### src/source/pin_pkg.sv
package pin_pkg;

  // Bus and data widths.
  localparam int addr_width   = 19;
  localparam int data_width   = 32;
  localparam int rd_width     = 16;
  localparam int sample_width = 32;
  localparam int time_width   = 32;
  localparam int cmd_width    = 16;
  localparam int count_width  = 16;

  // Number of pin channels in the array.
  localparam int num_channels = 2;

  // Register offsets within a channel, low address byte.
  localparam logic [7:0] addr_nco_step    = 8'd1;
  localparam logic [7:0] addr_end_time    = 8'd2;
  localparam logic [7:0] addr_command     = 8'd3;
  localparam logic [7:0] addr_sample_rate = 8'd4;
  localparam logic [7:0] addr_sample_reg  = 8'd5;
  localparam logic [7:0] addr_sample_cnt  = 8'd7;
  localparam logic [7:0] addr_status      = 8'd8;
  localparam logic [7:0] addr_last_data   = 8'd9;

  // Command codes written to addr_command.
  localparam logic [cmd_width-1:0] cmd_start_output = 16'd1;
  localparam logic [cmd_width-1:0] cmd_const        = 16'd2;
  localparam logic [cmd_width-1:0] cmd_input_stream = 16'd3;
  localparam logic [cmd_width-1:0] cmd_stop         = 16'd5;

  // One-hot channel states.
  typedef enum logic [3:0] {
    st_idle   = 4'b0001,
    st_output = 4'b0010,
    st_const  = 4'b0100,
    st_stream = 4'b1000
  } chan_state_t;

endpackage

### src/source/pin_bus_if.sv
`timescale 1ns/1ns

// Register bus shared by all channels and the readback combiner.
interface pin_bus_if;

  logic                            enable;
  logic [pin_pkg::addr_width-1:0]  addr;
  // Single-cycle write and read strobes.
  logic                            data_wr;
  logic                            data_rd;
  logic [pin_pkg::data_width-1:0]  data_in;

  // Driven by the top level.
  modport host (
    output enable, addr, data_wr, data_rd, data_in
  );

  // Seen by the channels and the combiner.
  modport target (
    input enable, addr, data_wr, data_rd, data_in
  );

endinterface

### src/source/pin_array.sv
`timescale 1ns/1ns

// Bank of bus-controlled pin channels with a shared readback path.
module pin_array (
  input  logic                                clk,
  input  logic                                reset,
  input  logic                                enable,
  input  logic [pin_pkg::addr_width-1:0]      addr,
  input  logic                                data_wr,
  input  logic                                data_rd,
  input  logic [pin_pkg::data_width-1:0]      data_in,
  input  logic [pin_pkg::time_width-1:0]      current_time,
  input  logic                                output_sample,
  input  logic [7:0]                          channel_select,
  input  logic [pin_pkg::num_channels-1:0]    pin_in,
  output logic [pin_pkg::rd_width-1:0]        read_data,
  output logic                                read_valid,
  output logic [pin_pkg::sample_width-1:0]    sample_data,
  output logic                                sample_valid,
  output logic [pin_pkg::num_channels-1:0]    pin_out,
  output logic [pin_pkg::num_channels-1:0]    pin_oe
);

  logic [pin_pkg::rd_width-1:0]      chan_rd   [pin_pkg::num_channels];
  logic [pin_pkg::sample_width-1:0]  chan_word [pin_pkg::num_channels];
  logic [pin_pkg::num_channels-1:0]  chan_hit;

  pin_bus_if bus ();

  // Host side of the register bus.
  assign bus.enable  = enable;
  assign bus.addr    = addr;
  assign bus.data_wr = data_wr;
  assign bus.data_rd = data_rd;
  assign bus.data_in = data_in;

  for (genvar i = 0; i < pin_pkg::num_channels; i++) begin : g_chan
    pin_channel #(
      .position (i)
    ) u_channel (
      .clk            (clk),
      .reset          (reset),
      .bus            (bus.target),
      .current_time   (current_time),
      .output_sample  (output_sample),
      .channel_select (channel_select),
      .pin_in         (pin_in[i]),
      .rd_data        (chan_rd[i]),
      .sample_word    (chan_word[i]),
      .sample_hit     (chan_hit[i]),
      .pin_out        (pin_out[i]),
      .pin_oe         (pin_oe[i])
    );
  end

  readback_combine u_combine (
    .clk           (clk),
    .reset         (reset),
    .bus           (bus.target),
    .output_sample (output_sample),
    .rd_data_0     (chan_rd[0]),
    .rd_data_1     (chan_rd[1]),
    .sample_word_0 (chan_word[0]),
    .sample_word_1 (chan_word[1]),
    .sample_hit_0  (chan_hit[0]),
    .sample_hit_1  (chan_hit[1]),
    .read_data     (read_data),
    .read_valid    (read_valid),
    .sample_data   (sample_data),
    .sample_valid  (sample_valid)
  );

endmodule

### src/source/pin_channel.sv
`timescale 1ns/1ns

// One pin channel: register block, command FSM, NCO and input sampler.
module pin_channel #(
  parameter int position = 0
) (
  input  logic                              clk,
  input  logic                              reset,
  pin_bus_if.target                         bus,
  input  logic [pin_pkg::time_width-1:0]    current_time,
  input  logic                              output_sample,
  input  logic [7:0]                        channel_select,
  input  logic                              pin_in,
  output logic [pin_pkg::rd_width-1:0]      rd_data,
  output logic [pin_pkg::sample_width-1:0]  sample_word,
  output logic                              sample_hit,
  output logic                              pin_out,
  output logic                              pin_oe
);

  logic                              chan_hit;
  logic [7:0]                        offset;
  logic                              wr_en;
  logic                              rd_en;
  logic                              sample_req;

  logic [31:0]                       nco_step;
  logic [pin_pkg::time_width-1:0]    end_time;
  logic [pin_pkg::cmd_width-1:0]     command;
  logic [pin_pkg::cmd_width-1:0]     cmd_seen;
  logic [31:0]                       sample_rate;
  logic [pin_pkg::rd_width-1:0]      last_data;

  pin_pkg::chan_state_t              state;
  pin_pkg::chan_state_t              state_next;
  logic                              cmd_accept;

  logic [31:0]                       rate_cnt;
  logic                              sample_bit;
  logic [pin_pkg::count_width-1:0]   sample_cnt;

  logic                              force_zero;
  logic                              force_one;
  logic                              pin_value;

  // Channel is selected by the upper address byte.
  assign chan_hit   = bus.enable && (bus.addr[15:8] == 8'(position));
  assign offset     = bus.addr[7:0];
  assign wr_en      = chan_hit && bus.data_wr;
  assign rd_en      = chan_hit && bus.data_rd;
  assign sample_req = output_sample && (channel_select == 8'(position));

  // Register writes. An accepted command clears the command register.
  always_ff @(posedge clk) begin
    if (reset) begin
      nco_step    <= '0;
      end_time    <= '0;
      command     <= '0;
      sample_rate <= '0;
      last_data   <= '0;
    end else begin
      if (wr_en) begin
        last_data <= bus.data_in[pin_pkg::rd_width-1:0];
        case (offset)
          pin_pkg::addr_nco_step:    nco_step    <= bus.data_in;
          pin_pkg::addr_end_time:    end_time    <= bus.data_in;
          pin_pkg::addr_command:     command     <= bus.data_in[pin_pkg::cmd_width-1:0];
          pin_pkg::addr_sample_rate: sample_rate <= bus.data_in;
          default: ;
        endcase
      end
      if (cmd_accept) begin
        command <= '0;
      end
    end
  end

  // Copy of the command as seen by the FSM, one cycle behind the register.
  always_ff @(posedge clk) begin
    if (reset) begin
      cmd_seen <= '0;
    end else if (cmd_accept) begin
      cmd_seen <= '0;
    end else begin
      cmd_seen <= command;
    end
  end

  // Command FSM next state.
  always_comb begin
    state_next = state;
    cmd_accept = 1'b0;
    case (state)
      pin_pkg::st_idle: begin
        case (cmd_seen)
          pin_pkg::cmd_start_output: begin
            state_next = pin_pkg::st_output;
            cmd_accept = 1'b1;
          end
          pin_pkg::cmd_const: begin
            state_next = pin_pkg::st_const;
            cmd_accept = 1'b1;
          end
          pin_pkg::cmd_input_stream: begin
            state_next = pin_pkg::st_stream;
            cmd_accept = 1'b1;
          end
          default: ;
        endcase
      end
      pin_pkg::st_output, pin_pkg::st_const: begin
        if (cmd_seen == pin_pkg::cmd_stop) begin
          state_next = pin_pkg::st_idle;
          cmd_accept = 1'b1;
        end else if (current_time >= end_time) begin
          state_next = pin_pkg::st_idle;
        end
      end
      pin_pkg::st_stream: begin
        // Streaming only ends on a stop command.
        if (cmd_seen == pin_pkg::cmd_stop) begin
          state_next = pin_pkg::st_idle;
          cmd_accept = 1'b1;
        end
      end
      default: state_next = pin_pkg::st_idle;
    endcase
  end

  always_ff @(posedge clk) begin
    if (reset) begin
      state  <= pin_pkg::st_idle;
      pin_oe <= 1'b0;
    end else begin
      state  <= state_next;
      pin_oe <= (state == pin_pkg::st_output) || (state == pin_pkg::st_const);
    end
  end

  // Phase held at zero unless driving, all ones in constant mode.
  assign force_zero = (state == pin_pkg::st_idle) || (state == pin_pkg::st_stream);
  assign force_one  = (state == pin_pkg::st_const);

  pin_nco u_nco (
    .clk        (clk),
    .reset      (reset),
    .step       (nco_step),
    .force_zero (force_zero),
    .force_one  (force_one),
    .pin_value  (pin_value)
  );

  assign pin_out = pin_oe && pin_value;

  // Sample-rate down-counter and sampler.
  always_ff @(posedge clk) begin
    if (reset) begin
      rate_cnt   <= '0;
      sample_bit <= 1'b0;
      sample_cnt <= '0;
    end else if (state == pin_pkg::st_stream) begin
      if (rate_cnt <= 32'd1) begin
        rate_cnt   <= sample_rate;
        sample_bit <= pin_in;
        sample_cnt <= sample_cnt + 1'b1;
      end else begin
        rate_cnt <= rate_cnt - 1'b1;
      end
    end else begin
      rate_cnt <= sample_rate;
      // New stream starts counting from zero.
      if (cmd_accept && (state_next == pin_pkg::st_stream)) begin
        sample_cnt <= '0;
      end
    end
  end

  // Registered read data and sample word, zero when not addressed.
  always_ff @(posedge clk) begin
    if (reset) begin
      rd_data     <= '0;
      sample_word <= '0;
      sample_hit  <= 1'b0;
    end else begin
      rd_data <= '0;
      if (rd_en) begin
        case (offset)
          pin_pkg::addr_sample_reg: rd_data <= {15'b0, sample_bit};
          pin_pkg::addr_sample_cnt: rd_data <= sample_cnt;
          pin_pkg::addr_status:     rd_data <= 16'(position);
          pin_pkg::addr_last_data:  rd_data <= last_data;
          default:                  rd_data <= '0;
        endcase
      end
      sample_hit <= sample_req;
      if (sample_req) begin
        sample_word <= {sample_cnt, 8'(position), 7'b0, sample_bit};
      end else begin
        sample_word <= '0;
      end
    end
  end

endmodule

### src/source/pin_nco.sv
`timescale 1ns/1ns

// Phase accumulator. The top phase bit is the pin value,
// so the output frequency is clk * step / 2^32.
module pin_nco (
  input  logic        clk,
  input  logic        reset,
  input  logic [31:0] step,
  input  logic        force_zero,
  input  logic        force_one,
  output logic        pin_value
);

  logic [31:0] phase;
  logic [31:0] phase_next;

  // Forced modes override the accumulation.
  always_comb begin
    if (force_zero) begin
      phase_next = '0;
    end else if (force_one) begin
      phase_next = '1;
    end else begin
      phase_next = phase + step;
    end
  end

  always_ff @(posedge clk) begin
    if (reset) begin
      phase <= '0;
    end else begin
      phase <= phase_next;
    end
  end

  // MSB of the phase.
  assign pin_value = phase[31];

endmodule

### src/source/readback_combine.sv
`timescale 1ns/1ns

// Merges channel read data and sample words into registered bus results.
module readback_combine (
  input  logic                              clk,
  input  logic                              reset,
  pin_bus_if.target                         bus,
  input  logic                              output_sample,
  input  logic [pin_pkg::rd_width-1:0]      rd_data_0,
  input  logic [pin_pkg::rd_width-1:0]      rd_data_1,
  input  logic [pin_pkg::sample_width-1:0]  sample_word_0,
  input  logic [pin_pkg::sample_width-1:0]  sample_word_1,
  input  logic                              sample_hit_0,
  input  logic                              sample_hit_1,
  output logic [pin_pkg::rd_width-1:0]      read_data,
  output logic                              read_valid,
  output logic [pin_pkg::sample_width-1:0]  sample_data,
  output logic                              sample_valid
);

  logic [pin_pkg::rd_width-1:0]      rd_all   [pin_pkg::num_channels];
  logic [pin_pkg::sample_width-1:0]  word_all [pin_pkg::num_channels];
  logic [pin_pkg::num_channels-1:0]  hit_all;
  logic [pin_pkg::rd_width-1:0]      rd_merged;
  logic [pin_pkg::sample_width-1:0]  word_sel;
  logic                              data_rd_d;
  logic                              output_sample_d;

  assign rd_all[0]   = rd_data_0;
  assign rd_all[1]   = rd_data_1;
  assign word_all[0] = sample_word_0;
  assign word_all[1] = sample_word_1;
  assign hit_all     = {sample_hit_1, sample_hit_0};

  // Unaddressed channels return zero, so an OR merges the reads.
  always_comb begin
    rd_merged = '0;
    word_sel  = '0;
    for (int i = 0; i < pin_pkg::num_channels; i++) begin
      rd_merged = rd_merged | rd_all[i];
      if (hit_all[i]) begin
        word_sel = word_all[i];
      end
    end
  end

  // Strobes delayed to line up with the channels' registered outputs.
  always_ff @(posedge clk) begin
    if (reset) begin
      data_rd_d       <= 1'b0;
      output_sample_d <= 1'b0;
      read_data       <= '0;
      read_valid      <= 1'b0;
      sample_data     <= '0;
      sample_valid    <= 1'b0;
    end else begin
      data_rd_d       <= bus.data_rd;
      output_sample_d <= output_sample;
      read_data       <= rd_merged;
      read_valid      <= data_rd_d;
      sample_data     <= word_sel;
      sample_valid    <= output_sample_d && (|hit_all);
    end
  end

endmodule

### config.mk
export PLATFORM = sky130hd
export DESIGN_NAME = pin_array
export DESIGN_NICKNAME = d
export VERILOG_FILES = /design/src/source/pin_pkg.sv /design/src/source/pin_bus_if.sv /design/src/source/pin_array.sv /design/src/source/pin_channel.sv /design/src/source/pin_nco.sv /design/src/source/readback_combine.sv
export SDC_FILE = /design/constraint.sdc
export NUM_CORES = 1
export LEC_CHECK = 0
export BUFFER_PORTS_ARGS = -buffer_cell sky130_fd_sc_hd__clkbuf_2
export CELL_PAD_IN_SITES_DETAIL_PLACEMENT = 1
export CELL_PAD_IN_SITES_GLOBAL_PLACEMENT = 2
export CORE_MARGIN = 8
export CORE_UTILIZATION = 37
export CTS_CLUSTER_SIZE = 12
export DETAILED_ROUTE_END_ITERATION = 8
export HOLD_SLACK_MARGIN = 0.02
export PLACE_DENSITY = 0.77
export SKIP_CTS_REPAIR_TIMING = 1
export SLEW_MARGIN = 30
export SYNTH_ARGS = -nofsm -noshare
export SYNTH_HDL_FRONTEND = slang
export SYNTH_SLANG_ARGS = --single-unit
export TNS_END_PERCENT = 1
### constraint.sdc
create_clock -name clk -period 3.2 [get_ports clk]
set_input_delay 0 -clock clk [delete_from_list [all_inputs] [get_ports clk]]
set_output_delay 0 -clock clk [all_outputs]
set_load 0.05 [all_outputs]
==> flow_summary.yaml <==
status:
  status: "completed"
critical_path:
  critPathMaxFanout: 3
  ff2ff_setup_slack_ns: 0.28
  start_kind: "flop"
  crit_required_ns: 3.66
  crit_chain: "ha_1 -> inv_1 -> fa_1 -> nor2b_1 -> o2111ai_1 -> a211oi_1 -> buf_4 -> o311ai_2 -> a31oi_1 -> o2111ai_1 -> a31oi_1 -> xnor2_1 -> a21oi_1"
  worst-setup-path-type: "flop to flop"
  end_kind: "flop"
  critPathArrivalTime_ns: 3.38
  slowest_delay_ns: 0.40
  worst_path_max_delay_cell: "fa_1"
clocking:
  clkSinkCount: 566
  htree_levels: 3
  cts_tree: "done"
  clockBufferDepth: 3
  root_buffer: "clkbuf_16"
  clk_pin_slew_worst_paths_ns: 0.06
  insertion_delay_ns: 0.61
  cts_buffers: 68
finish:
  area_delta_synth_final_pct: 16.85
  multi_input_area_sq_um: 12880
  fin_nets: 3361
  stdcell_count: 4058
  utilization_pct: 43.75
  drive_gt1_share_pct: 11.00
  n_fill_cell: 7878
  seq_area_sq_um: 11330
  fin_area_sq_um: 29480
power:
  powerDensity_nw_per_um2: 523.5
  leakagePower_nw: 11.15
  peakVddDrop_mv: 0.4016
floorplan:
  die_area_sq_um: 76810
  start_util_pct: 37.44
  die_y_microns: 277.1
  core_area_sq_um: 67400
  ios: 153
  die_w_microns: 277.1
  rows: 95
drt:
  routedWlPerCell_microns: 20.04
  drt-pass1-iter-count: 5
  antenna_left: 0
  drt-initial-drc-count: 893
  num_vias: 21532
  via_per_inst: 5.306
  wl_microns: 81330
  drc: 0
grt:
  antenna_found_initial: 6
  grt_max_degree: 207
  grt_pass1_wl_microns: 127400
  grt-ovfl-total: 0
  gr-usage-all-layers_pct: 20.62
  grt_pass1_vias: 22480
placed_design:
  hpwl_microns: 55310
  dpl_cell_area_sq_um: 26730
  gp_congestion: 0.8606
  dp.cells: 3890
  portBuffers: 135
yosys:
  ys.warnings.count: 0
  syn-cell-area_sq_um: 25230
  post-synth-top-area-cell: "dfxtp_1"
  ys_ff_latch: 566
  yosys-top-cells-count: "566 x dfxtp_1, 540 x nand2_1, 386 x a21oi_1"
  ys.flop_type: "dfxtp_1"
  yosysSeqAreaShare_pct: 44.91
  synthTopCellsByArea: "dfxtp_1 45%, nand2_1 8.0%, a21oi_1 7.7%"
  ys_types: 89
  synth.most_common_cell: "dfxtp_1"
  avgSynthCellArea_sq_um: 8.377
  syn_inst: 3012
  synthDominantCellAreaShare_pct: 44.91
  async_flop_share_pct: 0
  synth-edff-count: 0
sta:
  slew_headroom_pct: 37.87
  rsz0062_at_grt: "no"
  tightest_slew_ns: 0.9320
  setup_viol: 0
  clock_skew_ns: 0.01556
  setup_tns_ns: 0
  fmax_mhz: 342.4
  fin_hold_ws_ns: 0.02006
  hold_viol: 0
  drv_slew: 0
  fin_crit_sh_pct: 91.28
  period_minus_slack_ns: 2.921
worst_hold_path:
  worstHoldPathType: "input port to flop"
flow_run:
  drv_cap: 0
==> per-layer routing <==
| metal | wire length (microns) | vias to the layer above | track usage [%] |
|---|---|---|---|
| met5 | 58 | - | 0 |
| met2 | 38230 | 353 | 35.41 |
| met3 | 3225 | 119 | 3.496 |
| met4 | 2034 | 8 | 6.330 |
| li1 | - | 10509 | - |
| met1 | 37780 | 10543 | 26.26 |
==> worst max-delay path: cells and delay by family (launching register included) <==
family,cells,cell delay (ns)
flops,1,0.33
xor+xnor,1,0.14
simple gates,1,0.16
fa+ha+maj,2,0.61
buf+inv,2,0.24
compound gates,7,1.29
==> layout make-up <==
type	instances	share of cell area (%)
Clock buffer	93	6.531
Antenna cell	2	0.01697
Clock inverter	32	1.265
Timing Repair Buffer	224	5.139
Sequential cell	566	38.43
Inverter	96	1.222
Tap cell	873	3.705
Multi-Input combinational cell	2172	43.69
==> flip-flops by register name, summed over array words and instances (netlist names), 2 cells and up <==
name and cells:
g_chan.u_channel.command 32, g_chan.u_channel.last_data 32, g_chan.u_channel.end_time 64, g_chan.u_channel.pin_oe 2
g_chan.u_channel.cmd_seen 32, g_chan.u_channel.state 8, g_chan.u_channel.nco_step 64, g_chan.u_channel.u_nco.phase 64
g_chan.u_channel.sample_hit 2, g_chan.u_channel.rate_cnt 64, g_chan.u_channel.sample_word 34, u_combine.read_data 16
g_chan.u_channel.rd_data 32, u_combine.sample_data 18, g_chan.u_channel.sample_rate 64, g_chan.u_channel.sample_bit 2
g_chan.u_channel.sample_cnt 32
==> stage by stage <==
stage	setup slack (ns)	power, mW
after floorplan	0.6026	7.438
after global placement	0.1858	7.680
after detailed placement	0.2068	7.690
after CTS	0.1616	15.65
after global routing	0.05750	15.98
final	0.2791	15.44
==> power breakdown <==
part | switching, mW | internal, mW | leakage (nW) | total (mW)
registers | 0.000701 | 7.05 | 4.56 | 7.05
logic | 0.381 | 0.144 | 5.45 | 0.525
clock network | 3.19 | 4.67 | 1.14 | 7.86
==> cells in the final DEF (no fill, tap or decap), types with 33 or more instances in the layout <==
cell type,n
buf_4,44
clkbuf_2,134
inv_1,96
a21o_1,43
dlygate4sd3_1,40
a21oi_1,386
o21ai_0,60
xor2_1,39
a22oi_1,33
mux2i_1,37
xnor2_1,75
a211oi_1,63
nand2_1,540
nor2_1,256
ha_1,132
and2_1,79
dfxtp_1,566
nand3_1,37
clkbuf_16,68
==> cell families (layout without fill, tap and decap cells) <==
family | Yosys count | after routing | share of synthesized area, %
flops | 566 | 566 | 44.91
fa+ha+maj | 134 | 134 | 6.704
mux | 41 | 41 | 1.646
xor+xnor | 114 | 114 | 3.957
simple gates | 1161 | 1161 | 21.31
compound gates | 708 | 708 | 16.87
buf+inv | 287 | 445 | 4.592
other cells | 1 | 16 | 0.01486
==> worst paths after layout <==
path,from,endpoint,cells after the start
setup / recovery,g_chan[1].u_channel.nco_step[0]$_SDFFE_PP0P_,g_chan[1].u_channel.u_nco.phase[30]$_SDFF_PP0_,13
hold / removal,data_in[3],g_chan[0].u_channel.sample_rate[3]$_SDFFE_PP0P_,3
setup reg to reg,g_chan[1].u_channel.nco_step[0]$_SDFFE_PP0P_,g_chan[1].u_channel.u_nco.phase[30]$_SDFF_PP0_,13
hold reg to reg,g_chan[0].u_channel.rd_data[10]$_SDFF_PP0_,u_combine.read_data[10]$_SDFF_PP0_,2
(Power assumes the default switching activity.)
